===== src/source/wc_pkg.sv =====
// shared types for the two-CPU memory subsystem; windows are 2 KiB and keyed on addr[15:11]
package wc_pkg;

    // which window a CPU access falls in
    typedef enum logic [2:0] {
        REG_NONE   = 3'd0,
        REG_WORK   = 3'd1,
        REG_FIX    = 3'd2,
        REG_PAL    = 3'd3,
        REG_OBJ    = 3'd4,
        REG_VRAM   = 3'd5,
        REG_SCROLL = 3'd6
    } region_e;

    // port that owns the shared bus this cycle
    typedef enum logic {
        OWN_MAIN = 1'b0,
        OWN_SUB  = 1'b1
    } owner_e;

    // raw CPU request, held as a level while the wait line is high
    typedef struct packed {
        logic        cs;
        logic        wr_n;
        logic [15:0] addr;
        logic [7:0]  dout;
    } cpu_bus_t;

    // decoded access
    // is_local marks accesses that complete without the shared bus
    typedef struct packed {
        logic        valid;
        logic        is_local;
        region_e     region;
        logic [10:0] offset;
        logic        we;
        logic [7:0]  wdata;
    } access_t;

    // access granted to the shared RAM, tagged with its owner
    typedef struct packed {
        owner_e  owner;
        access_t acc;
    } shared_req_t;

    // window bases, only bits 7:3 are compared against addr[15:11]
    localparam logic [7:0] WIN_WORK   = 8'hC8;
    localparam logic [7:0] WIN_FIX    = 8'hD0;
    localparam logic [7:0] WIN_PAL    = 8'hD8;
    localparam logic [7:0] WIN_OBJ    = 8'hE0;
    localparam logic [7:0] WIN_VRAM   = 8'hE8;
    localparam logic [7:0] WIN_SCROLL = 8'hF0;

    // unmapped reads float high
    localparam logic [7:0] OPEN_BUS = 8'hFF;

endpackage

===== src/source/wc_shared_arbiter.sv =====
// one shared-bus grant per cycle with alternating priority; main wins the first conflict after reset
module wc_shared_arbiter (
    input  logic                clk,
    input  logic                rst_n,
    input  wc_pkg::access_t     main_acc,
    input  wc_pkg::access_t     sub_acc,
    output wc_pkg::shared_req_t req,
    output logic                grant,
    output logic                main_wait,
    output logic                sub_wait
);
    import wc_pkg::*;

    owner_e last_q;
    owner_e winner;
    logic   main_req;
    logic   sub_req;
    logic   contend;

    assign main_req = main_acc.valid;
    assign sub_req  = sub_acc.valid;
    assign contend  = main_req && sub_req;

    // the port not granted on the last conflict goes first
    always_comb begin
        if (contend) begin
            winner = (last_q == OWN_SUB) ? OWN_MAIN : OWN_SUB;
        end else if (main_req) begin
            winner = OWN_MAIN;
        end else begin
            winner = OWN_SUB;
        end
    end

    assign grant     = main_req || sub_req;
    assign main_wait = contend && (winner == OWN_SUB);
    assign sub_wait  = contend && (winner == OWN_MAIN);

    // forward the winning access to the RAM
    always_comb begin
        req.owner = winner;
        if (winner == OWN_MAIN) begin
            req.acc = main_acc;
        end else begin
            req.acc = sub_acc;
        end
    end

    // only conflicts move the priority
    always_ff @(posedge clk or negedge rst_n) begin
        if (!rst_n) begin
            last_q <= OWN_SUB;
        end else if (contend) begin
            last_q <= winner;
        end
    end

    a_one_wait : assert property (
        @(posedge clk) disable iff (!rst_n)
        !(main_wait && sub_wait)
    ) else $error("both ports waiting");

    // local and idle ports are never stalled
    a_wait_needs_valid : assert property (
        @(posedge clk) disable iff (!rst_n)
        (!main_wait || main_acc.valid) && (!sub_wait || sub_acc.valid)
    ) else $error("wait raised on a port without a shared request");

endmodule


===== config.mk =====
export PLATFORM = sky130hd
export DESIGN_NAME = wc_shared_arbiter
export DESIGN_NICKNAME = d
export VERILOG_FILES = /design/src/source/wc_pkg.sv /design/src/source/wc_shared_arbiter.sv
export SDC_FILE = /design/constraint.sdc
export NUM_CORES = 1
export LEC_CHECK = 0
export BUFFER_PORTS_ARGS = -buffer_cell sky130_fd_sc_hd__buf_4
export CAP_MARGIN = 0
export CORE_UTILIZATION = 29
export DETAILED_ROUTE_END_ITERATION = 8
export PLACE_DENSITY = 0.85
export SETUP_SLACK_MARGIN = 0.05
export SLEW_MARGIN = 0
export SYNTH_ARGS = -nofsm -noshare
export SYNTH_HDL_FRONTEND = slang
export SYNTH_SLANG_ARGS = --single-unit

===== constraint.sdc =====
create_clock -name clk -period 3.7 [get_ports clk]
set_input_delay 0.185 -clock clk [delete_from_list [all_inputs] [get_ports clk]]
set_output_delay 0.185 -clock clk [all_outputs]
set_load 0.005 [all_outputs]

# --- After elaboration in Yosys (flattened, before gate mapping) ---
# Index checks and enable logic that the tools add are counted.
# Widths: inputs -> output; s select.
classes:
  muxes: 4
  n_reduce_logical: 4
  bitwise: 1
op_table:
  columns: ["op", "n"]
  rows:
  - ["$mux 25", 1]
  - ["$logic_and 1x1->1", 3]
  - ["$mux 1", 3]
  - ["$logic_or 1x1->1", 1]
  - ["$not 1->1", 1]
word_totals:
  out_inout_bits: 29
  regBits: 1
  wordCells: 10

# --- Depth between registers and ports, before layout ---
depth:
  depth_word: 4
  mapped_depth: 4
  depth_no_buf: 3

# --- Least setup slack after synthesis ---
# OpenSTA, ideal clock, no wires.
synth_path:
  kind: "reg-to-output"
  start: "register last_q"
  end: "output req[10] (netlist name)"
  setup_slack_ps: 2381
  path_stages_with_launch: 4
  arrival_ps: 1134
  cell_sequence: "dfstp_2 > o21ai_4 > buf_12 > mux2_4"
synth_rtl:
  columns: ["item", "line_no", "text"]
  rows:
  - ["from (decl)", "wc_shared_arbiter.sv:14", "owner_e last_q;"]
  - ["from (signal assigned)", "wc_shared_arbiter.sv:54", "last_q <= winner;"]
  - ["to (decl)", "wc_shared_arbiter.sv:7", "output wc_pkg::shared_req_t req,"]

==> flow_metrics.env <==
export IMPL_syn_inst=36
export IMPL_num_rows=14
export IMPL_syn_avg_cell_area_sq_um=13.1
export IMPL_drv_cap=0
export IMPL_period_minus_slack_ns=1.88
export IMPL_setup_viol=0
export IMPL_dpl_hpwl_um=1440
export IMPL_pin_count=81
export IMPL_skew_ns=0
export IMPL_die_y_um=42.4
export IMPL_coreArea_sq_um=1510
export IMPL_slew_headroom=0.348
export IMPL_syn_area_sq_um=473
export IMPL_antenna_found_initial=0
export IMPL_synthTopCellsByArea="mux2_4, mux2_2, buf_12, dfstp_2, o21ai_4"
export IMPL_vias=596
export IMPL_finalCritPeriodShare=0.509
export IMPL_dp_cells=128
export IMPL_fin_cells=128
export IMPL_largest_reg_flops=1
export IMPL_top_register="last_q"
export IMPL_top_regs="last_q: 1 flops"
export IMPL_tns_ns=0
export IMPL_max_vdd_ir_drop_mv=0.169
export IMPL_wl_per_cell_um=12.6
export IMPL_min_path_type="in2async"
export IMPL_grt_usage=0.172
export IMPL_grt_pass1_vias=602
export IMPL_synthTopCellsByCount="mux2_4, mux2_2, buf_12, buf_4"
export IMPL_synth_ff_type="dfstp_2"
export IMPL_drtAntennaViolNets=0
export IMPL_synth_cell_types=12
export IMPL_synth_edf_count=0
export IMPL_clock_power_share=0
export IMPL_synth_fp_nets=88
export IMPL_end_kind="output port"
export IMPL_synth_seq_area_share=0.0556
export IMPL_post_cts_buffers=0
export IMPL_yosys_warnings=0
export IMPL_die_area_sq_um=1800
export IMPL_netlist_area_leader_share=0.603
export IMPL_leakagePower_nw=0.600
export IMPL_cp_max_fo=25
export IMPL_seqPwrFrac=0.123
export IMPL_syn_to_final_growth_pct=120
export IMPL_hold_violations=0
export IMPL_fin_ws_ns=1.82
export IMPL_grt_pass1_wl_um=2520
export IMPL_port_buffers=80
export IMPL_grt_start_max_net_pins=26
export IMPL_worstPathRequired_ns=3.51
export IMPL_switching_share=0.303
export IMPL_detail_route_drc_violations=0
export IMPL_clock_latency_ns=0
export IMPL_p_int_uw=174
export IMPL_start_util=0.314
export IMPL_comb_power_share=0.877
export IMPL_fmaxAchievable_mhz=531
export IMPL_drive_gt1_frac=0.973
export IMPL_crit_path_start_kind="flop"
export IMPL_layout_nets=166
export IMPL_fp_dieW_um=42.4
export IMPL_power_density_nw_per_um2=240
export IMPL_post_cts_resized=0
export IMPL_yosysMostFrequentCell="mux2_4"
export IMPL_drt_initial_drc_count=4
export IMPL_status="complete, no violations"
export IMPL_via_per_inst=4.66
export IMPL_p_switching_uw=75.5
export IMPL_grt_overflow=0
export IMPL_rsz0062_at_grt="no"
export IMPL_drt_wl_total_um=1610
export IMPL_critical_path_class="reg2out"
export IMPL_worst_pin_slew_ns=0.974
export IMPL_arrival_ns=1.70
export IMPL_antennaDiodeCount=0
export IMPL_ctsHoldBuffers=0
export IMPL_clk_pin_slew_ns=0
export IMPL_dr_pass1_iters=2
export IMPL_finalMaxSlewViolations=0
export IMPL_gp_congestion=0.687
export IMPL_ys_seq_elements=1
export IMPL_async_reset_ff_frac=1.00
export IMPL_preCtsSetupSlack_ns=1.80
export IMPL_synth_largest_area_cell="mux2_4"
export IMPL_holdWs_ns=0.122
[power groups by stage]
stage	logic (mW)	clock network (mW)	registers (mW)
floorplan	0.126	0	0.0292
global placement	0.216	0	0.0293
detailed placement	0.221	0	0.0310
CTS	0.222	0	0.0310
global route	0.233	0	0.0319
finish	0.219	0	0.0306
[final cells by class]
cell class / instances / area (sq um)
Fill cell: 132 / 468
Inverter: 1 / 3.75
Multi-Input combinational cell: 30 / 388
Sequential cell: 1 / 26.3
Tap cell: 16 / 20.0
Timing Repair Buffer: 80 / 601
[critical path, cell delays in order, from the launching register on]
cell	delay (ns)
dfstp_2	0.37
o21ai_4	0.77
mux2_2	0.41
buf_4	0.13
[routing by layer]
metal,part of all wire,up-vias,GRT usage
met3,0.079,0,0.0129
met1,0.30,280,0.167
met5,0,-,0
met4,0,0,0
met2,0.62,33,0.391
li1,-,283,-
[cell usage in the layout, fill, tap and decap left out]
master	n
or2_2	1
nand2_1	1
nor2_1	1
buf_4	80
and3_2	1
mux2_2	5
inv_2	1
mux2_4	19
xnor2_1	1
dfstp_2	1
o21ai_4	1
[final timing paths]
kind                       slack, ns  depth (start not counted)          startpoint                  to
setup / recovery                1.82                          3  last_q$_DFFE_PN1P_              req[0]
hold / removal                  0.12                          1               rst_n  last_q$_DFFE_PN1P_
setup reg to reg                2.91                          1  last_q$_DFFE_PN1P_  last_q$_DFFE_PN1P_
hold reg to reg                 0.53                          1  last_q$_DFFE_PN1P_  last_q$_DFFE_PN1P_
max in group asynchronous       3.56                          1               rst_n  last_q$_DFFE_PN1P_
min in group clk                0.50                          3         sub_acc[24]  last_q$_DFFE_PN1P_
[cells by family (layout without fill, tap and decap cells)]
kind of cell	after synthesis	after routing	synth area share
AO/OA/AOI/OAI	1	1	0.0344
AND/OR/NAND/NOR	4	4	0.0450
flip-flops	1	1	0.0556
multiplexers	24	24	0.722
buffers and inverters	5	81	0.124
XOR/XNOR	1	1	0.0185
[through the flow]
step	power (mW)	util	instance area, sq um
after detailed placement	0.252	0.689	1040
after CTS	0.253	0.689	1040
after global routing	0.265	0.689	1040
final	0.250	0.689	1040
after global placement	0.246	0.689	1040
after floorplan	0.155	-	473
No activity file was read; power rests on OpenSTA's default activity.
