--- config.mk ---
export PLATFORM = sky130hd
export DESIGN_NAME = wc_region_decode
export DESIGN_NICKNAME = d
export VERILOG_FILES = /design/src/source/wc_pkg.sv /design/src/source/wc_region_decode.sv
export SDC_FILE = /design/constraint.sdc
export NUM_CORES = 1
export LEC_CHECK = 0
export BUFFER_PORTS_ARGS = -buffer_cell sky130_fd_sc_hd__buf_2
export CELL_PAD_IN_SITES_DETAIL_PLACEMENT = 1
export CELL_PAD_IN_SITES_GLOBAL_PLACEMENT = 1
export CORE_MARGIN = 1.5
export CORE_UTILIZATION = 10
export DETAILED_ROUTE_END_ITERATION = 8
export PLACE_DENSITY = 0.79
export SETUP_SLACK_MARGIN = 0.5
export SYNTH_ARGS = -nofsm -noshare
export SYNTH_HDL_FRONTEND = slang
export SYNTH_SLANG_ARGS = --single-unit
--- constraint.sdc ---
create_clock -name vclk -period 0.8
set_input_delay 0.08 -clock vclk [all_inputs]
set_output_delay 0.08 -clock vclk [all_outputs]
set_load 0.02 [all_outputs]
--- src/source/wc_pkg.sv ---
// shared types for the two-CPU memory subsystem; windows are 2 KiB and keyed on addr[15:11]
package wc_pkg;

    // which window a CPU access falls in
    typedef enum logic [2:0] {
        REG_NONE   = 3'd0,
        REG_WORK   = 3'd1,
        REG_FIX    = 3'd2,
        REG_PAL    = 3'd3,
        REG_OBJ    = 3'd4,
        REG_VRAM   = 3'd5,
        REG_SCROLL = 3'd6
    } region_e;

    // port that owns the shared bus this cycle
    typedef enum logic {
        OWN_MAIN = 1'b0,
        OWN_SUB  = 1'b1
    } owner_e;

    // raw CPU request, held as a level while the wait line is high
    typedef struct packed {
        logic        cs;
        logic        wr_n;
        logic [15:0] addr;
        logic [7:0]  dout;
    } cpu_bus_t;

    // decoded access
    // is_local marks accesses that complete without the shared bus
    typedef struct packed {
        logic        valid;
        logic        is_local;
        region_e     region;
        logic [10:0] offset;
        logic        we;
        logic [7:0]  wdata;
    } access_t;

    // access granted to the shared RAM, tagged with its owner
    typedef struct packed {
        owner_e  owner;
        access_t acc;
    } shared_req_t;

    // window bases, only bits 7:3 are compared against addr[15:11]
    localparam logic [7:0] WIN_WORK   = 8'hC8;
    localparam logic [7:0] WIN_FIX    = 8'hD0;
    localparam logic [7:0] WIN_PAL    = 8'hD8;
    localparam logic [7:0] WIN_OBJ    = 8'hE0;
    localparam logic [7:0] WIN_VRAM   = 8'hE8;
    localparam logic [7:0] WIN_SCROLL = 8'hF0;

    // unmapped reads float high
    localparam logic [7:0] OPEN_BUS = 8'hFF;

endpackage
--- src/source/wc_region_decode.sv ---
// combinational address decode of one CPU port; the scroll page only exists when HAS_SCROLL is 1
module wc_region_decode #(
    parameter bit HAS_SCROLL = 1'b0
) (
    input  logic             clk,
    input  logic             rst_n,
    input  wc_pkg::cpu_bus_t bus,
    output wc_pkg::access_t  acc
);
    import wc_pkg::*;

    region_e region;
    logic    shared_hit;

    // window match on the upper five address bits
    always_comb begin
        case (bus.addr[15:11])
            WIN_WORK[7:3]:   region = REG_WORK;
            WIN_FIX[7:3]:    region = REG_FIX;
            WIN_PAL[7:3]:    region = REG_PAL;
            WIN_OBJ[7:3]:    region = REG_OBJ;
            WIN_VRAM[7:3]:   region = REG_VRAM;
            WIN_SCROLL[7:3]: region = HAS_SCROLL ? REG_SCROLL : REG_NONE;
            default:         region = REG_NONE;
        endcase
    end

    assign shared_hit = (region != REG_NONE) && (region != REG_SCROLL);

    always_comb begin
        acc.valid    = bus.cs && shared_hit;
        // unmapped and scroll accesses finish without arbitration
        acc.is_local = bus.cs && !shared_hit;
        acc.region   = region;
        acc.offset   = bus.addr[10:0];
        acc.we       = bus.cs && !bus.wr_n;
        acc.wdata    = bus.dout;
    end

    // a request goes either to the shared bus or completes locally
    a_valid_or_local : assert property (
        @(posedge clk) disable iff (!rst_n)
        !(acc.valid && acc.is_local)
    ) else $error("decoded access is both shared and local");

endmodule

# ---- Word level (Yosys, flattened, before mapping)
# Index checks and enable logic that the tools add are counted.
dict set report classes {
  eq_ne 6
  n_mux 1
  n_reduce_logical 7
}
# cell count
set op_table {}
lappend op_table {{$eq 5x5->1 const B} 5}
lappend op_table {{$pmux 3 s5} 1}
lappend op_table {{$logic_and 1x1->1} 4}
lappend op_table {{$ne 3x3->1 const B} 1}
lappend op_table {{$reduce_bool 3->1} 1}
lappend op_table {{$logic_not 1->1} 2}
dict set report word_totals {
  ff_bits 0
  inputBits 28
  output_inout_bits 25
  wordCells 14
}

# ---- Logic depth before layout (Yosys ltp)
# Gate-level depths: netlist (run 1).
dict set report depth {
  word_depth 6
  depth_mapped 2
  depth_no_buf 2
}

# ---- Worst setup path before layout (run 1)
# OpenSTA, ideal clock, no wires.
dict set report synth_timing {
  kind {input to output}
  startpoint {input bus[20] (netlist bit)}
  endpoint {output acc[24] (netlist bit)}
  arrival_time_ps 909
  required_time_ps 720
  setup_slack_ps -189
  stages 2
  path_buffers 0
  path_cell_list {and2_4 nor4_1}
}
# element line
set synth_lines {}
lappend synth_lines {{start, declared} wc_region_decode.sv:7} ;# input wc_pkg::cpu_bus_t bus,
lappend synth_lines {{end, declared} wc_region_decode.sv:8} ;# output wc_pkg::access_t acc

==> results of run 1 <==
cells in the final DEF, fill, tap and decap left out:
| cell | synthesis | routed |
|---|---|---|
| nand2_8 | 0 | 1 |
| buf_6 | 0 | 10 |
| and2_4 | 1 | 1 |
| nor4_4 | 0 | 1 |
| buf_2 | 0 | 2 |
| inv_6 | 0 | 1 |
| o31a_1 | 1 | 1 |
| buf_8 | 0 | 3 |
| nor2_4 | 0 | 1 |
| nor3b_4 | 0 | 2 |
| buf_4 | 19 | 5 |
| nor3_4 | 0 | 1 |
| nor3b_2 | 0 | 1 |
per-stage QoR:
step                      worst slack, ns  setup TNS (ns)  util, %
after floorplan                    0.1048               0        -
after global placement           -0.09683         -0.1677    13.92
after detailed placement          -0.1029         -0.2080    13.92
after CTS                        -0.06445         -0.1261    18.43
after global routing             -0.09935         -0.1613    19.78
final                            -0.05254        -0.08026    19.78
worst max-delay path, delay by kind of cell:
kind / cells / cell delay [ns]
buffers and inverters: 2 / 0.28
and+or+nand+nor: 2 / 0.41
layout make-up:
cell class / instances / share of cell area, %
inverters: 1 / 2.280
well taps: 27 / 8.795
multi-input cells: 9 / 35.50
repair buffers: 20 / 53.42
worst paths after layout:
check	endpoint	slack, ns
worst max-delay path	acc[24]	-0.05
worst min-delay path	acc[11]	0.16
Yosys cell counts, drive strengths merged:
library cell,n,area share (%)
nor3b,3,11
o31a,1,4.3
inv,1,1.8
nor3,1,2.4
nor4,1,3.1
and2,1,4.3
nor2,1,1.8
nand2,1,1.8
buf,19,70
routing by layer:
metal | wire, um | global-route usage, %
met1 | 196 | 4.554
met2 | 362 | 11.34
met3 | 77 | 2.469
met4 | 0 | 0.4762
met5 | 0 | 0
power by group:
part | leakage (nW) | internal (mW) | switching, mW
logic | 0.157 | 0.109 | 0.0790
registers | 0 | 0 | 0
clock network | 0 | 0 | 0
kinds of logic (layout without fill, tap and decap cells):
logic type             after synthesis  count (layout)  share of synthesized area, %
buffers and inverters               20              21                         71.34
AND/OR/NAND/NOR                      8               8                         24.39
AO/OA/AOI/OAI                        1               1                         4.269
repair_timing:
action | 4_1_cts | 5_1_grt
gates resized for setup | 26 | 3
setup buffers | 0 | 2
pin swaps | 5 | 4
setup endpoints to repair | 6 | 6
==> impl_metrics.tcl, run 1 <==
set metrics [dict create \
    path_cells "buf_8 > and2_4 > nor4_4 > buf_4" \
    syn-cell-area_sq_um 205.2 \
    finalCriticalPeriod_ns 0.8525 \
    grt_pass1_wl_mm 1.014 \
    slew_headroom_pct 87.06 \
    slew_violations 0 \
    stdcell_count 57 \
    cp_max_fo 3 \
    rsz0062_at_grt "yes" \
    drive_above_1_share_pct 96.67 \
    critPathRequiredTime_ns 0.72 \
    vdd_drop_max_uv 90.05 \
    report.power.total_mw 0.1883 \
    coreArea_sq_mm 0.001942 \
    max_cap_violations 0 \
    antenna_found_initial 0 \
    drtPass1Iterations 1 \
    hold_buffers 0 \
    multi_input_area_sq_um 136.4 \
    post_drt_wl_per_cell_um 11.16 \
    min_path_cells 0 \
    clock_buffers 0 \
    timing.hold.ws_ns 0.1600 \
    track_usage_pct 5.342 \
    tightest_slew_ns 0.1926 \
    vias_per_cell 3.263 \
    ios 53 \
    leakage_nw 0.1575 \
    power_density_mw_per_mm2 490.3 \
    die_area_sq_mm 0.002333 \
    die_h_um 48.30 \
    placed_area_sq_um 270.3 \
    drt_iter0_markers 0 \
    setup.worst_path.start "bus[20]" \
    syn-mean-instance-area_sq_um 7.076 \
    violations "negative setup slack" \
    ys_seq_area_share_pct 0 \
    via_count 186 \
    gr-total-overflow 0 \
    crit_slowest_cell "nor4_4" \
    drcViolationCount 0 \
    port_buffers 13 \
    post_synth_num_cell_types 9 \
    finalCritPeriodShare_pct 106.6 \
    gp_congestion 0.5709 \
    hp-class "in -> out" \
    cp.arrival_ns 0.77 \
    nFlopsAndLatches 0 \
    die_w_um 48.30 \
    fin_ws_ns -0.05254 \
    diodes 0 \
    grt_max_degree 6 \
    cp-start-kind "input port" \
    wirelength_um 636 \
    fin_area_sq_um 384.1 \
    fmax_mhz 1173 \
    placementRows 16 \
    finalHoldViolCount 0 \
    min-delay-start "bus[10]" \
    crit_type "in -> out" \
    finalSetupViolations 3 \
    nets 60 \
    area_growth_pct 87.19 \
    status "finished with violations" \
    nFillCells 231 \
    numPlacedInstances 55 \
    initial_utilization_pct 10.57 \
    max_stage_delay_ns 0.24 \
    postRouteAntennaNets 0 \
    synth_cells 29 \
    ys.warnings.count 0 \
    cp-end-kind "output pin" \
    grt_pass1_vias 214 \
    syn_nets 57 \
    seq_area_sq_um 0 \
    hpwl_um 470.7 \
]
Note: power is estimated with default switching activity, not from simulation.
==> inputs of run 2 (changes only) <==
PLACE_DENSITY = default   (was 0.79)
PLACE_DENSITY_LB_ADDON = 0.2   (was default)
SLEW_MARGIN = 20   (was default)
==> impl_metrics.tcl, run 2 (synthesized netlist as in run 1, its figures left out) <==
set metrics [dict create \
    fmax_mhz 1171 \
    fin_area_sq_um 362.8 \
    numPlacedInstances 55 \
    nets 60 \
    critPathRequiredTime_ns 0.72 \
    max_cap_violations 0 \
    nFillCells 230 \
    slew_violations 0 \
    p_sw_share_pct 42.42 \
    grt_pass1_wl_um 979 \
    clkPwrFrac_pct 0 \
    gp_congestion 0.6278 \
    cp.arrival_ns 0.77 \
    coreArea_sq_mm 0.001942 \
    fin_ws_ns -0.05414 \
    cp_max_fo 3 \
    postRouteAntennaNets 0 \
    vdd_drop_max_uv 105.1 \
    seqPwrFrac_pct 0 \
    stdcell_count 57 \
    min_path_cells 0 \
    internal_power_mw 0.1011 \
    hp-class "in -> out" \
    cp_num_buf_inv 2 \
    cp-start-kind "input port" \
    via_count 178 \
    post_drt_wl_per_cell_um 9.877 \
    tightest_slew_ns 0.1765 \
    cp-end-kind "output pin" \
    port_buffers 13 \
    nFlopsAndLatches 0 \
    finalCritPeriodShare_pct 106.8 \
    drive_above_1_share_pct 96.67 \
    hold_buffers 0 \
    antenna_found_initial 0 \
    p_sw_mw 0.07451 \
    slew_headroom_pct 88.14 \
    hpwl_um 475.5 \
    area_growth_pct 76.83 \
    finalHoldViolCount 0 \
    crit_type "in -> out" \
    drt_iter0_markers 0 \
    layout_common_cells "8 x buf_6, 8 x buf_4, 2 x nor3b_4, 2 x buf_2, 2 x buf_8" \
    worst-path-stages 4 \
    drtPass1Iterations 1 \
    critPathCapture "acc[23]" \
    placed_area_sq_um 270.3 \
    rsz0062_at_grt "yes" \
    diodes 0 \
    crit_slowest_cell "o31a_1" \
    die_h_um 48.30 \
    drcViolationCount 0 \
    timing.hold.ws_ns 0.1600 \
    finalSetupViolations 2 \
    wirelength_um 563 \
    die_w_um 48.30 \
    ios 53 \
    vias_per_cell 3.123 \
    setup.worst_path.start "bus[21]" \
    status "finished with violations" \
    path_cells "buf_8 > and2_4 > o31a_1 > buf_6" \
    crit_family "compound AO/OA/AOI/OAI gates" \
    finalCriticalPeriod_ns 0.8541 \
    die_area_sq_mm 0.002333 \
    final_util_pct 18.69 \
    grt_max_degree 6 \
    leakage_nw 0.1500 \
    power_density_mw_per_mm2 484.1 \
    p_comb_share_pct 100.0 \
    seq_area_sq_um 0 \
    clock_buffers 0 \
    grt_pass1_vias 202 \
    initial_utilization_pct 10.57 \
    track_usage_pct 5.013 \
    placementRows 16 \
    max_stage_delay_ns 0.29 \
    gr-total-overflow 0 \
    violations "negative setup slack" \
]
-- run 2: cell types whose count changed in the layout (fill, tap and decap cells not counted) --
cell    previous run  this run
buf_4              5         8
buf_6             10         8
buf_8              3         2
nor3_2             0         1
nor3_4             1         0
-- run 2: layout make-up --
type,count,area [sq um],area share [%]
repair buffers,20,190.2,52.41
multi-input cells,9,130.1,35.86
well taps,27,33.78,9.310
inverters,1,8.758,2.414
-- run 2: metrics by stage --
stage / TNS, ns / total power [mW] / worst slack [ns]
6_report: -0.08779 / 0.1757 / -0.05414
5_1_grt: -0.1774 / 0.1862 / -0.07125
4_1_cts: -0.1067 / 0.1783 / -0.06040
3_5_place_dp: -0.1819 / 0.1300 / -0.1028
3_3_place_gp: -0.1475 / 0.1270 / -0.08322
2_1_floorplan: 0 / 0.2005 / 0.1048
-- run 2: worst min path at each step --
stage               startpoint  slack, ns  endpoint
global placement       bus[15]       0.16   acc[16]
CTS                    bus[15]       0.16   acc[16]
finish                 bus[10]       0.16   acc[11]
detailed placement     bus[15]       0.16   acc[16]
global route           bus[14]       0.16   acc[15]
floorplan              bus[24]       0.19    acc[8]
-- run 2: power groups by stage --
stage / Sequential (mW) / Combinational (mW) / Clock (mW)
final: 0 / 0.176 / 0
after global routing: 0 / 0.186 / 0
after CTS: 0 / 0.178 / 0
after detailed placement: 0 / 0.130 / 0
after global placement: 0 / 0.127 / 0
after floorplan: 0 / 0.201 / 0
-- run 2: layer usage --
layer	up-vias	GRT usage, %	part of all wire [%]
met2	21	9.722	55
met4	0	2.381	1.8
met1	76	4.545	26
met5	-	0	0
li1	77	-	-
met3	4	1.852	17
-- run 2: repair_timing --
item                                    CTS  global route
pin swaps                                 6             2
buffers inserted                          2             0
resized for setup                        24             0
endpoints found under the setup margin    6             6
gates cloned                              0             0
