File: config.mk
export PLATFORM = sky130hd
export DESIGN_NAME = wc_scroll_regs
export DESIGN_NICKNAME = d
export VERILOG_FILES = /design/src/source/wc_pkg.sv /design/src/source/wc_scroll_regs.sv
export SDC_FILE = /design/constraint.sdc
export NUM_CORES = 1
export LEC_CHECK = 0
export BUFFER_PORTS_ARGS = -buffer_cell sky130_fd_sc_hd__buf_2
export CELL_PAD_IN_SITES_DETAIL_PLACEMENT = 0
export CELL_PAD_IN_SITES_GLOBAL_PLACEMENT = 2
export CORE_MARGIN = 10
export CORE_UTILIZATION = 26
export DETAILED_ROUTE_END_ITERATION = 6
export HOLD_SLACK_MARGIN = 0.05
export PLACE_DENSITY = 0.78
export SYNTH_ARGS = -nofsm -noshare
export SYNTH_HDL_FRONTEND = slang
export SYNTH_SLANG_ARGS = --single-unit
File: constraint.sdc
create_clock -name clk -period 0.94 [get_ports clk]
set_input_delay 0.141 -clock clk [delete_from_list [all_inputs] [get_ports clk]]
set_output_delay 0.141 -clock clk [all_outputs]
set_load 0.01 [all_outputs]
File: src/source/wc_pkg.sv
// shared types for the two-CPU memory subsystem; windows are 2 KiB and keyed on addr[15:11]
package wc_pkg;

    // which window a CPU access falls in
    typedef enum logic [2:0] {
        REG_NONE   = 3'd0,
        REG_WORK   = 3'd1,
        REG_FIX    = 3'd2,
        REG_PAL    = 3'd3,
        REG_OBJ    = 3'd4,
        REG_VRAM   = 3'd5,
        REG_SCROLL = 3'd6
    } region_e;

    // port that owns the shared bus this cycle
    typedef enum logic {
        OWN_MAIN = 1'b0,
        OWN_SUB  = 1'b1
    } owner_e;

    // raw CPU request, held as a level while the wait line is high
    typedef struct packed {
        logic        cs;
        logic        wr_n;
        logic [15:0] addr;
        logic [7:0]  dout;
    } cpu_bus_t;

    // decoded access
    // is_local marks accesses that complete without the shared bus
    typedef struct packed {
        logic        valid;
        logic        is_local;
        region_e     region;
        logic [10:0] offset;
        logic        we;
        logic [7:0]  wdata;
    } access_t;

    // access granted to the shared RAM, tagged with its owner
    typedef struct packed {
        owner_e  owner;
        access_t acc;
    } shared_req_t;

    // window bases, only bits 7:3 are compared against addr[15:11]
    localparam logic [7:0] WIN_WORK   = 8'hC8;
    localparam logic [7:0] WIN_FIX    = 8'hD0;
    localparam logic [7:0] WIN_PAL    = 8'hD8;
    localparam logic [7:0] WIN_OBJ    = 8'hE0;
    localparam logic [7:0] WIN_VRAM   = 8'hE8;
    localparam logic [7:0] WIN_SCROLL = 8'hF0;

    // unmapped reads float high
    localparam logic [7:0] OPEN_BUS = 8'hFF;

endpackage
File: src/source/wc_scroll_regs.sv
// main CPU scroll registers at F000-F002, write only; other offsets in the page are ignored
module wc_scroll_regs (
    input  logic            clk,
    input  logic            rst_n,
    input  wc_pkg::access_t acc,
    output logic [8:0]      scrx,
    output logic [7:0]      scry
);
    import wc_pkg::*;

    logic wr;

    // scroll writes never wait, so any local write here is accepted
    assign wr = acc.is_local && acc.we && (acc.region == REG_SCROLL);

    always_ff @(posedge clk or negedge rst_n) begin
        if (!rst_n) begin
            scrx <= '0;
            scry <= '0;
        end else if (wr) begin
            case (acc.offset)
                11'd0: begin
                    scrx[7:0] <= acc.wdata;
                end
                11'd1: begin
                    // only the MSB of the horizontal scroll
                    scrx[8] <= acc.wdata[0];
                end
                11'd2: begin
                    scry <= acc.wdata;
                end
                default: ;
            endcase
        end
    end

endmodule

* Word-level counts from Yosys, hierarchy flattened
Cells that the tools add are included.
** Word-level totals
- Register bits after elaboration :: 17
- Input port bits :: 27
- Output and inout bits :: 17
- Logic and storage cells :: 12
** Operators by class
- Eq/ne operators :: 3
- Reduce and logical (&&, ||, !) cells :: 6
** Operators with widths (number)
- equality test 11 x 1 -> 1 bit (second input constant) :: 1
- equality test 11 x 2 -> 1 bit (second input constant) :: 1
- zero test 11 bit :: 1
- AND reduction 2 bit :: 3
- equality test 3 bit (second input constant) :: 1
- logical AND 1 bit :: 2

* Logic depth before layout (Yosys ltp)
Gate-level depths: netlist of the first run.
- Word-level depth :: 3
- Mapped depth :: 4

* Least setup slack after synthesis of the first run
Ideal clock, no wire load.
- Path kind :: input to register
- From :: input acc[12] in the netlist's numbering
- To :: register scry[0]
- Arrival time :: 1.110 ns
- Setup slack :: -0.295 ns
- Cell stages on the path :: 4
- Path buffers :: 1
- Cell sequence :: nor4_4 -> and4_1 -> buf_6 -> mux2_2
** Between the ends
- Word-level cells in the longest chain between the ends :: 2
** Ends and longest elaborated chain
- start: declaration :: line wc_scroll_regs.sv:5 : input wc_pkg::access_t acc,
- equality test 11 x 2 -> 1 bit :: line wc_scroll_regs.sv:21 : case (acc.offset)
- AND reduction 2 bit (no source line)
- end signal: assignment :: line wc_scroll_regs.sv:30 : scry <= acc.wdata;
- end: declaration :: line wc_scroll_regs.sv:7 : output logic [7:0] scry
No other way between the ends.
A chain may end at the register's enable or synchronous reset.

* Worst setup path in the final report of the first run
- From :: input acc[16] in the netlist's numbering
- To :: register scry[7]
Same word-level chain as after synthesis.

==> metrics.txt, run 1 <==
# TYPE chip_impl_metric gauge
chip_impl_metric{name="gr-total-overflow",unit=""} 0
chip_impl_metric{name="remaining_drc_errors",unit=""} 0
chip_impl_metric{name="fmax",unit="GHz"} 0.9282
chip_impl_metric{name="buffer_ports.inserted",unit=""} 42
chip_impl_metric{name="antenna_found_initial",unit=""} 0
chip_impl_metric{name="drive_gt1_frac",unit=""} 0.7800
chip_impl_metric{name="layout.cell_area.non_filler",unit="µm²"} 1231
chip_impl_info{name="clock_tree.root_cell",value="clkbuf_4"} 1
chip_impl_metric{name="layout_min_cycle_time",unit="ns"} 1.077
chip_impl_info{name="timing.setup.critical_path_class",value="input port to register"} 1
chip_impl_metric{name="irDropWorstVdd",unit="µV"} 840.0
chip_impl_info{name="status",value="finished with violations"} 1
chip_impl_metric{name="numClockSinks",unit=""} 17
chip_impl_metric{name="worst_skew_pair.late_latency",unit="ns"} 0.28
chip_impl_info{name="r2r-end",value="scry[0]$_DFFE_PN0P_"} 1
chip_impl_metric{name="critical_path_required",unit="ns"} 1.11
chip_impl_info{name="post-synth-top-area-cell",value="dfrtp_1"} 1
chip_impl_info{name="cp_slowest_cell",value="nor4_4"} 1
chip_impl_metric{name="width_of_the_die",unit="µm"} 73.47
chip_impl_metric{name="hold-path-cell-count",unit=""} 2
chip_impl_metric{name="final-setup-viol-count",unit=""} 32
chip_impl_metric{name="detailroute.via_count",unit=""} 584
chip_impl_metric{name="initial_drt_markers",unit=""} 9
chip_impl_metric{name="std_cell_rows",unit=""} 19
chip_impl_metric{name="placeableCoreArea",unit="µm²"} 2734
chip_impl_metric{name="seq_area_frac_synth",unit=""} 0.5724
chip_impl_metric{name="die_h",unit="µm"} 73.47
chip_impl_metric{name="slew_violations",unit=""} 0
chip_impl_metric{name="critical_path_buf_inv_count",unit=""} 2
chip_impl_info{name="endpoint_kind",value="register"} 1
chip_impl_metric{name="design_power_total",unit="mW"} 1.229
chip_impl_metric{name="synth_cell_types",unit=""} 10
chip_impl_metric{name="detailedRoute.firstPassIterationCount",unit=""} 3
chip_impl_metric{name="cellLeakagePower",unit="nW"} 0.6653
chip_impl_metric{name="boundaryPins",unit=""} 44
chip_impl_metric{name="max-slew-margin-rel",unit=""} 0.7504
chip_impl_metric{name="clk_pin_slew",unit="ns"} 0.09
chip_impl_metric{name="vias_per_cell",unit=""} 4.458
chip_impl_metric{name="yosys.area.top_type_share",unit=""} 0.5724
chip_impl_info{name="critical-path-top-delay-family",value="simple AND/OR/NAND/NOR gates"} 1
chip_impl_metric{name="grt_start_max_net_pins",unit=""} 18
chip_impl_metric{name="critPathMaxStageDelay",unit="ns"} 0.31
chip_impl_info{name="crit_path_cell_trace",value="buf_6 -> nor4_4 -> and4_4 -> buf_12 -> mux2_4"} 1
chip_impl_info{name="ys_top_cells_by_area",value="dfrtp_1 57%, mux2_2 26%, nor4_4 5.7%"} 1
chip_impl_info{name="grt_setup_unrepaired",value="yes"} 1
chip_impl_metric{name="maxCapViolations",unit=""} 0
chip_impl_metric{name="total_negative_slack_for_setup_checks",unit="ns"} -2.205
chip_impl_info{name="worstSetupStartpointType",value="input port"} 1
chip_impl_metric{name="final.period_utilization",unit=""} 1.146
chip_impl_metric{name="grt_pass1_wl",unit="µm"} 3132
chip_impl_metric{name="worstPathMaxFanout",unit=""} 8
chip_impl_info{name="tritoncts",value="done"} 1
chip_impl_metric{name="synth_cells",unit=""} 44
chip_impl_metric{name="wirelength",unit="µm"} 2021
chip_impl_metric{name="critical_path_data_arrival_time",unit="ns"} 1.25
chip_impl_metric{name="tritoncts.num_buffers",unit=""} 3
chip_impl_metric{name="postSynthAreaPerCell",unit="µm²"} 16.89
chip_impl_metric{name="initial_core_util",unit=""} 0.2719
chip_impl_metric{name="setup_slack",unit="ns"} -0.1373
chip_impl_metric{name="synth.yosys.warnings",unit=""} 0
chip_impl_metric{name="ff2ff_setup_slack",unit="ns"} 0.03
chip_impl_metric{name="finish.net_count",unit=""} 128
chip_impl_metric{name="dieArea",unit="µm²"} 5397
chip_impl_metric{name="detail-route-antenna-nets",unit=""} 0
chip_impl_metric{name="finalHoldViolations",unit=""} 0
chip_impl_metric{name="first_global_vias",unit=""} 658
chip_impl_metric{name="global_route.usage.total",unit=""} 0.07469
chip_impl_metric{name="areaGrowthSynthToFinish",unit="%"} 65.66
chip_impl_metric{name="cts_htree_levels",unit=""} 1
chip_impl_info{name="min_path_type",value="input port to register"} 1
chip_impl_metric{name="ctsLongestPathBuffers",unit=""} 2
chip_impl_info{name="critical_path.reg2reg.startpoint",value="scry[0]$_DFFE_PN0P_"} 1
chip_impl_metric{name="cell_area_after_placement",unit="µm²"} 1059
chip_impl_metric{name="detail_route.wl_per_cell",unit="µm"} 15.43
chip_impl_metric{name="synth_area",unit="µm²"} 743.2
chip_impl_info{name="min_delay_endpoint",value="scry[6]$_DFFE_PN0P_"} 1
chip_impl_metric{name="inserted_diodes",unit=""} 0
chip_impl_metric{name="power-per-cell-area",unit="nW/µm²"} 998.1
chip_impl_metric{name="final_clock_skew",unit="ns"} 0
chip_impl_metric{name="syn-num-nets",unit=""} 71
chip_impl_info{name="failing_checks",value="negative setup slack"} 1
chip_impl_metric{name="tightest_slew",unit="ns"} 0.3744
chip_impl_metric{name="worstRegToRegCells",unit=""} 2
chip_impl_metric{name="synth.ff_latch_count",unit=""} 17
chip_impl_info{name="hp-start",value="acc[6]"} 1
chip_impl_metric{name="place.gp.congestion",unit=""} 0.6251
==> registers in the layout, summed over array words and instances, names as in the netlist <==
| register | count |
|---|---|
| scrx | 9 |
| scry | 8 |
==> synthesized netlist by cell type <==
| master | count |
|---|---|
| and4b_1 | 1 |
| nand4_1 | 1 |
| and4_1 | 1 |
| nor4bb_1 | 2 |
| buf_6 | 1 |
| mux2_2 | 17 |
| dfrtp_1 | 17 |
| nand4_2 | 1 |
| nor4b_2 | 1 |
| nor4_4 | 2 |
==> cells by family after synthesis <==
group | after synthesis | synth area share
simple gates | 9 | 0.1549
buf+inv | 1 | 0.01515
flops | 17 | 0.5724
mux | 17 | 0.2576
==> worst max path at each step <==
stage / from / endpoint / slack [ns] / cells past startpoint
floorplan: acc[17] / scry[0]$_DFFE_PN0P_ / -0.29 / 4
global placement: acc[13] / scry[0]$_DFFE_PN0P_ / -0.47 / 5
detailed placement: acc[13] / scry[2]$_DFFE_PN0P_ / -0.48 / 5
CTS: acc[20] / scry[7]$_DFFE_PN0P_ / -0.13 / 5
global route: acc[16] / scry[5]$_DFFE_PN0P_ / -0.16 / 5
finish: acc[16] / scry[7]$_DFFE_PN0P_ / -0.14 / 5
==> final cells by class <==
| type | count | area (µm²) |
|---|---|---|
| clock buffers | 4 | 26.28 |
| fillers | 248 | 1503 |
| multi-input cells | 26 | 345.3 |
| flip-flops and latches | 17 | 425.4 |
| well taps | 31 | 38.79 |
| repair buffers | 53 | 395.4 |
==> report_power, final <==
group / internal [mW] / leakage (nW) / switching [mW]
combinational: 0.0663 / 0.413 / 0.0521
sequential: 0.731 / 0.238 / 0.000283
clock: 0.165 / 0.0150 / 0.214
total: 0.962 / 0.665 / 0.267
==> placed cells by master, fill, tap and decap left out <==
| cell | n |
|---|---|
| and4_4 | 1 |
| and4b_1 | 1 |
| buf_12 | 2 |
| buf_2 | 30 |
| buf_4 | 8 |
| buf_6 | 12 |
| clkbuf_1 | 1 |
| clkbuf_4 | 3 |
| dfrtp_1 | 17 |
| dlygate4sd3_1 | 1 |
| mux2_2 | 9 |
| mux2_4 | 8 |
| nand4_1 | 1 |
| nand4_2 | 1 |
| nor4_4 | 2 |
| nor4b_2 | 1 |
| nor4bb_1 | 1 |
| nor4bb_2 | 1 |
==> metrics by stage <==
step / hold slack (ns) / utilization / instances / setup slack [ns]
after floorplan: -0.1546 / - / 44 / -0.2948
after global placement: 0.07575 / 0.3872 / 119 / -0.4743
after detailed placement: 0.08205 / 0.3872 / 119 / -0.4839
after CTS: 0.08336 / 0.4279 / 129 / -0.1287
after global routing: 0.07853 / 0.4503 / 131 / -0.1571
final: 0.09305 / 0.4503 / 131 / -0.1373
==> layer usage <==
metal | vias up | GRT usage | share of wire
li1 | 281 | - | -
met1 | 281 | 0.07457 | 0.33
met2 | 20 | 0.1269 | 0.56
met3 | 2 | 0.04307 | 0.095
met4 | 0 | 0.02484 | 0.012
met5 | - | 0 | 0
==> repair_timing <==
action / 4_1_cts / 5_1_grt
pin swaps: 4 / 2
endpoints found under the setup margin: 33 / 33
hold buffers: 1 / 0
setup buffers: 5 / 2
gates resized for setup: 6 / 8
endpoints found under the hold margin: 17 / 0
Note: power is estimated with default switching activity, not from simulation.
==> inputs of run 2 (changes only) <==
- CORE_UTILIZATION: 26 -> 27
- CTS_BUF_LIST: unset -> sky130_fd_sc_hd__clkbuf_4
- PLACE_DENSITY: 0.78 -> 0.8
- SLEW_MARGIN: unset -> 20
==> metrics.txt, run 2 (same netlist as run 1, synthesis figures left out) <==
# TYPE chip_impl_metric gauge
chip_impl_metric{name="remaining_drc_errors",unit=""} 0
chip_impl_metric{name="critical_path_required",unit="ns"} 1.12
chip_impl_metric{name="worst_skew_pair.late_latency",unit="ns"} 0.28
chip_impl_info{name="grt_setup_unrepaired",value="yes"} 1
chip_impl_metric{name="placement.setup.worst_slack",unit="ns"} -0.4921
chip_impl_metric{name="cell_area_after_placement",unit="µm²"} 1060
chip_impl_metric{name="buffer_ports.inserted",unit=""} 42
chip_impl_metric{name="fin_worst_hold_slack",unit="ns"} 0.09933
chip_impl_metric{name="wirelength",unit="µm"} 2034
chip_impl_metric{name="detail_route.wl_per_cell",unit="µm"} 15.07
chip_impl_metric{name="tightest_slew",unit="ns"} 0.3760
chip_impl_metric{name="cts_htree_levels",unit=""} 1
chip_impl_info{name="critical_path.reg2reg.startpoint",value="scry[5]$_DFFE_PN0P_"} 1
chip_impl_info{name="r2r-end",value="scry[5]$_DFFE_PN0P_"} 1
chip_impl_metric{name="fillCellCount",unit=""} 225
chip_impl_metric{name="std_cell_rows",unit=""} 18
chip_impl_metric{name="detailedRoute.firstPassIterationCount",unit=""} 2
chip_impl_metric{name="initial_core_util",unit=""} 0.2920
chip_impl_info{name="failing_checks",value="negative setup slack"} 1
chip_impl_metric{name="cellLeakagePower",unit="nW"} 0.7138
chip_impl_info{name="hp-start",value="acc[6]"} 1
chip_impl_metric{name="utilization",unit=""} 0.5123
chip_impl_metric{name="die_h",unit="µm"} 72.47
chip_impl_info{name="commonest_cells_after_routing_fill_and_taps_aside",value="28 x buf_2, 17 x dfrtp_1, 16 x buf_6"} 1
chip_impl_info{name="reg.largest.list",value="scrx (9), scry (8)"} 1
chip_impl_metric{name="ff2ff_setup_slack",unit="ns"} 0.04
chip_impl_metric{name="fmax",unit="GHz"} 0.9638
chip_impl_metric{name="ctsLongestPathBuffers",unit=""} 2
chip_impl_metric{name="detailedPlacementHpwl",unit="µm"} 1616
chip_impl_metric{name="number_of_flip_flops_under_the_largest_register_name",unit=""} 9
chip_impl_metric{name="final.period_utilization",unit=""} 1.104
chip_impl_metric{name="fin_cells",unit=""} 135
chip_impl_metric{name="place.gp.congestion",unit=""} 0.6652
chip_impl_metric{name="dp_cells",unit=""} 120
chip_impl_info{name="tritoncts",value="done"} 1
chip_impl_metric{name="worstRegToRegCells",unit=""} 2
chip_impl_metric{name="grt_pass1_wl",unit="µm"} 3560
chip_impl_info{name="min_delay_endpoint",value="scry[6]$_DFFE_PN0P_"} 1
chip_impl_metric{name="max-slew-margin-rel",unit=""} 0.7493
chip_impl_metric{name="inserted_diodes",unit=""} 0
chip_impl_metric{name="hold-path-cell-count",unit=""} 2
chip_impl_metric{name="final-setup-viol-count",unit=""} 30
chip_impl_metric{name="dieArea",unit="µm²"} 5251
chip_impl_metric{name="antenna_found_initial",unit=""} 0
chip_impl_metric{name="grt_start_max_net_pins",unit=""} 18
chip_impl_metric{name="first_global_vias",unit=""} 742
chip_impl_info{name="status",value="finished with violations"} 1
chip_impl_metric{name="width_of_the_die",unit="µm"} 72.47
chip_impl_info{name="worstSetupStartpointType",value="input port"} 1
chip_impl_metric{name="maxCapViolations",unit=""} 0
chip_impl_metric{name="design_power_total",unit="mW"} 1.243
chip_impl_metric{name="detailroute.via_count",unit=""} 614
chip_impl_info{name="endpoint_kind",value="register"} 1
chip_impl_metric{name="vias_per_cell",unit=""} 4.548
chip_impl_metric{name="power-per-cell-area",unit="nW/µm²"} 953.4
chip_impl_metric{name="drive_gt1_frac",unit=""} 0.8095
chip_impl_metric{name="detail-route-antenna-nets",unit=""} 0
chip_impl_info{name="largest-register",value="scrx"} 1
chip_impl_metric{name="boundaryPins",unit=""} 44
chip_impl_metric{name="placeableCoreArea",unit="µm²"} 2545
chip_impl_metric{name="tritoncts.num_buffers",unit=""} 3
chip_impl_metric{name="global_route.usage.total",unit=""} 0.08368
chip_impl_metric{name="critical_path_data_arrival_time",unit="ns"} 1.21
chip_impl_metric{name="worstPathMaxFanout",unit=""} 8
chip_impl_metric{name="numClockSinks",unit=""} 17
chip_impl_info{name="min_path_type",value="input port to register"} 1
chip_impl_metric{name="gr-total-overflow",unit=""} 0
chip_impl_metric{name="areaGrowthSynthToFinish",unit="%"} 75.42
chip_impl_metric{name="layout.cell_area.non_filler",unit="µm²"} 1304
chip_impl_metric{name="finish.net_count",unit=""} 133
chip_impl_metric{name="total_negative_slack_for_setup_checks",unit="ns"} -1.523
chip_impl_metric{name="final_clock_skew",unit="ns"} 0
chip_impl_metric{name="initial_drt_markers",unit=""} 16
chip_impl_info{name="timing.setup.critical_path_class",value="input port to register"} 1
chip_impl_metric{name="clk_pin_slew",unit="ns"} 0.09
chip_impl_info{name="clock_tree.root_cell",value="clkbuf_4"} 1
chip_impl_metric{name="layout_min_cycle_time",unit="ns"} 1.038
chip_impl_metric{name="setup_slack",unit="ns"} -0.09753
chip_impl_metric{name="slew_violations",unit=""} 0
chip_impl_metric{name="finalHoldViolations",unit=""} 0
chip_impl_metric{name="irDropWorstVdd",unit="µV"} 660.9
chip_impl_info{name="layout.cells.most_common",value="buf_2"} 1
==> run 2: final cells by class <==
cell class              instances  area, µm²  share of cell area
multi-input cells              26      372.9              0.2860
clock inverters                 1      5.005            0.003839
well taps                      30      37.54             0.02879
clock buffers                   3      22.52             0.01727
repair buffers                 58      440.4              0.3378
flip-flops and latches         17      425.4              0.3263
==> run 2: report_power, final <==
group	internal (mW)	switching (mW)	total, mW
Clock	0.158	0.210	0.368
Sequential	0.731	0.000272	0.731
Combinational	0.0829	0.0609	0.144
==> run 2: repair_timing <==
item | 4_1_cts | 5_1_grt
gates resized for setup | 12 | 10
pin swaps | 4 | 3
buffers inserted | 8 | 2
setup endpoints to repair | 33 | 33
hold endpoints to repair | 17 | 0
hold buffers | 1 | 0
gates cloned | 0 | 0
==> run 2: layer usage <==
| metal | routed length, µm | up-vias | global-route usage |
|---|---|---|---|
| met3 | 192 | 4 | 0.04218 |
| met2 | 889 | 29 | 0.1263 |
| li1 | - | 296 | - |
| met5 | 0 | - | 0 |
| met1 | 933 | 285 | 0.1014 |
| met4 | 19 | 0 | 0.02532 |
==> run 2: worst max-delay path: stages <==
cell and delay (ns):
buf_6 0.10, nor4_4 0.28, and4_4 0.27, buf_12 0.13, mux2_4 0.30
==> run 2: worst max path at each step <==
stage          slack, ns                   to  cells past startpoint     from
4_1_cts             -0.1  scry[0]$_DFFE_PN0P_                      5  acc[20]
2_1_floorplan      -0.29  scry[0]$_DFFE_PN0P_                      4  acc[17]
3_5_place_dp       -0.49  scry[0]$_DFFE_PN0P_                      5  acc[13]
3_3_place_gp       -0.47  scry[0]$_DFFE_PN0P_                      5  acc[13]
5_1_grt            -0.13  scry[3]$_DFFE_PN0P_                      5  acc[21]
6_report            -0.1  scry[2]$_DFFE_PN0P_                      5  acc[17]
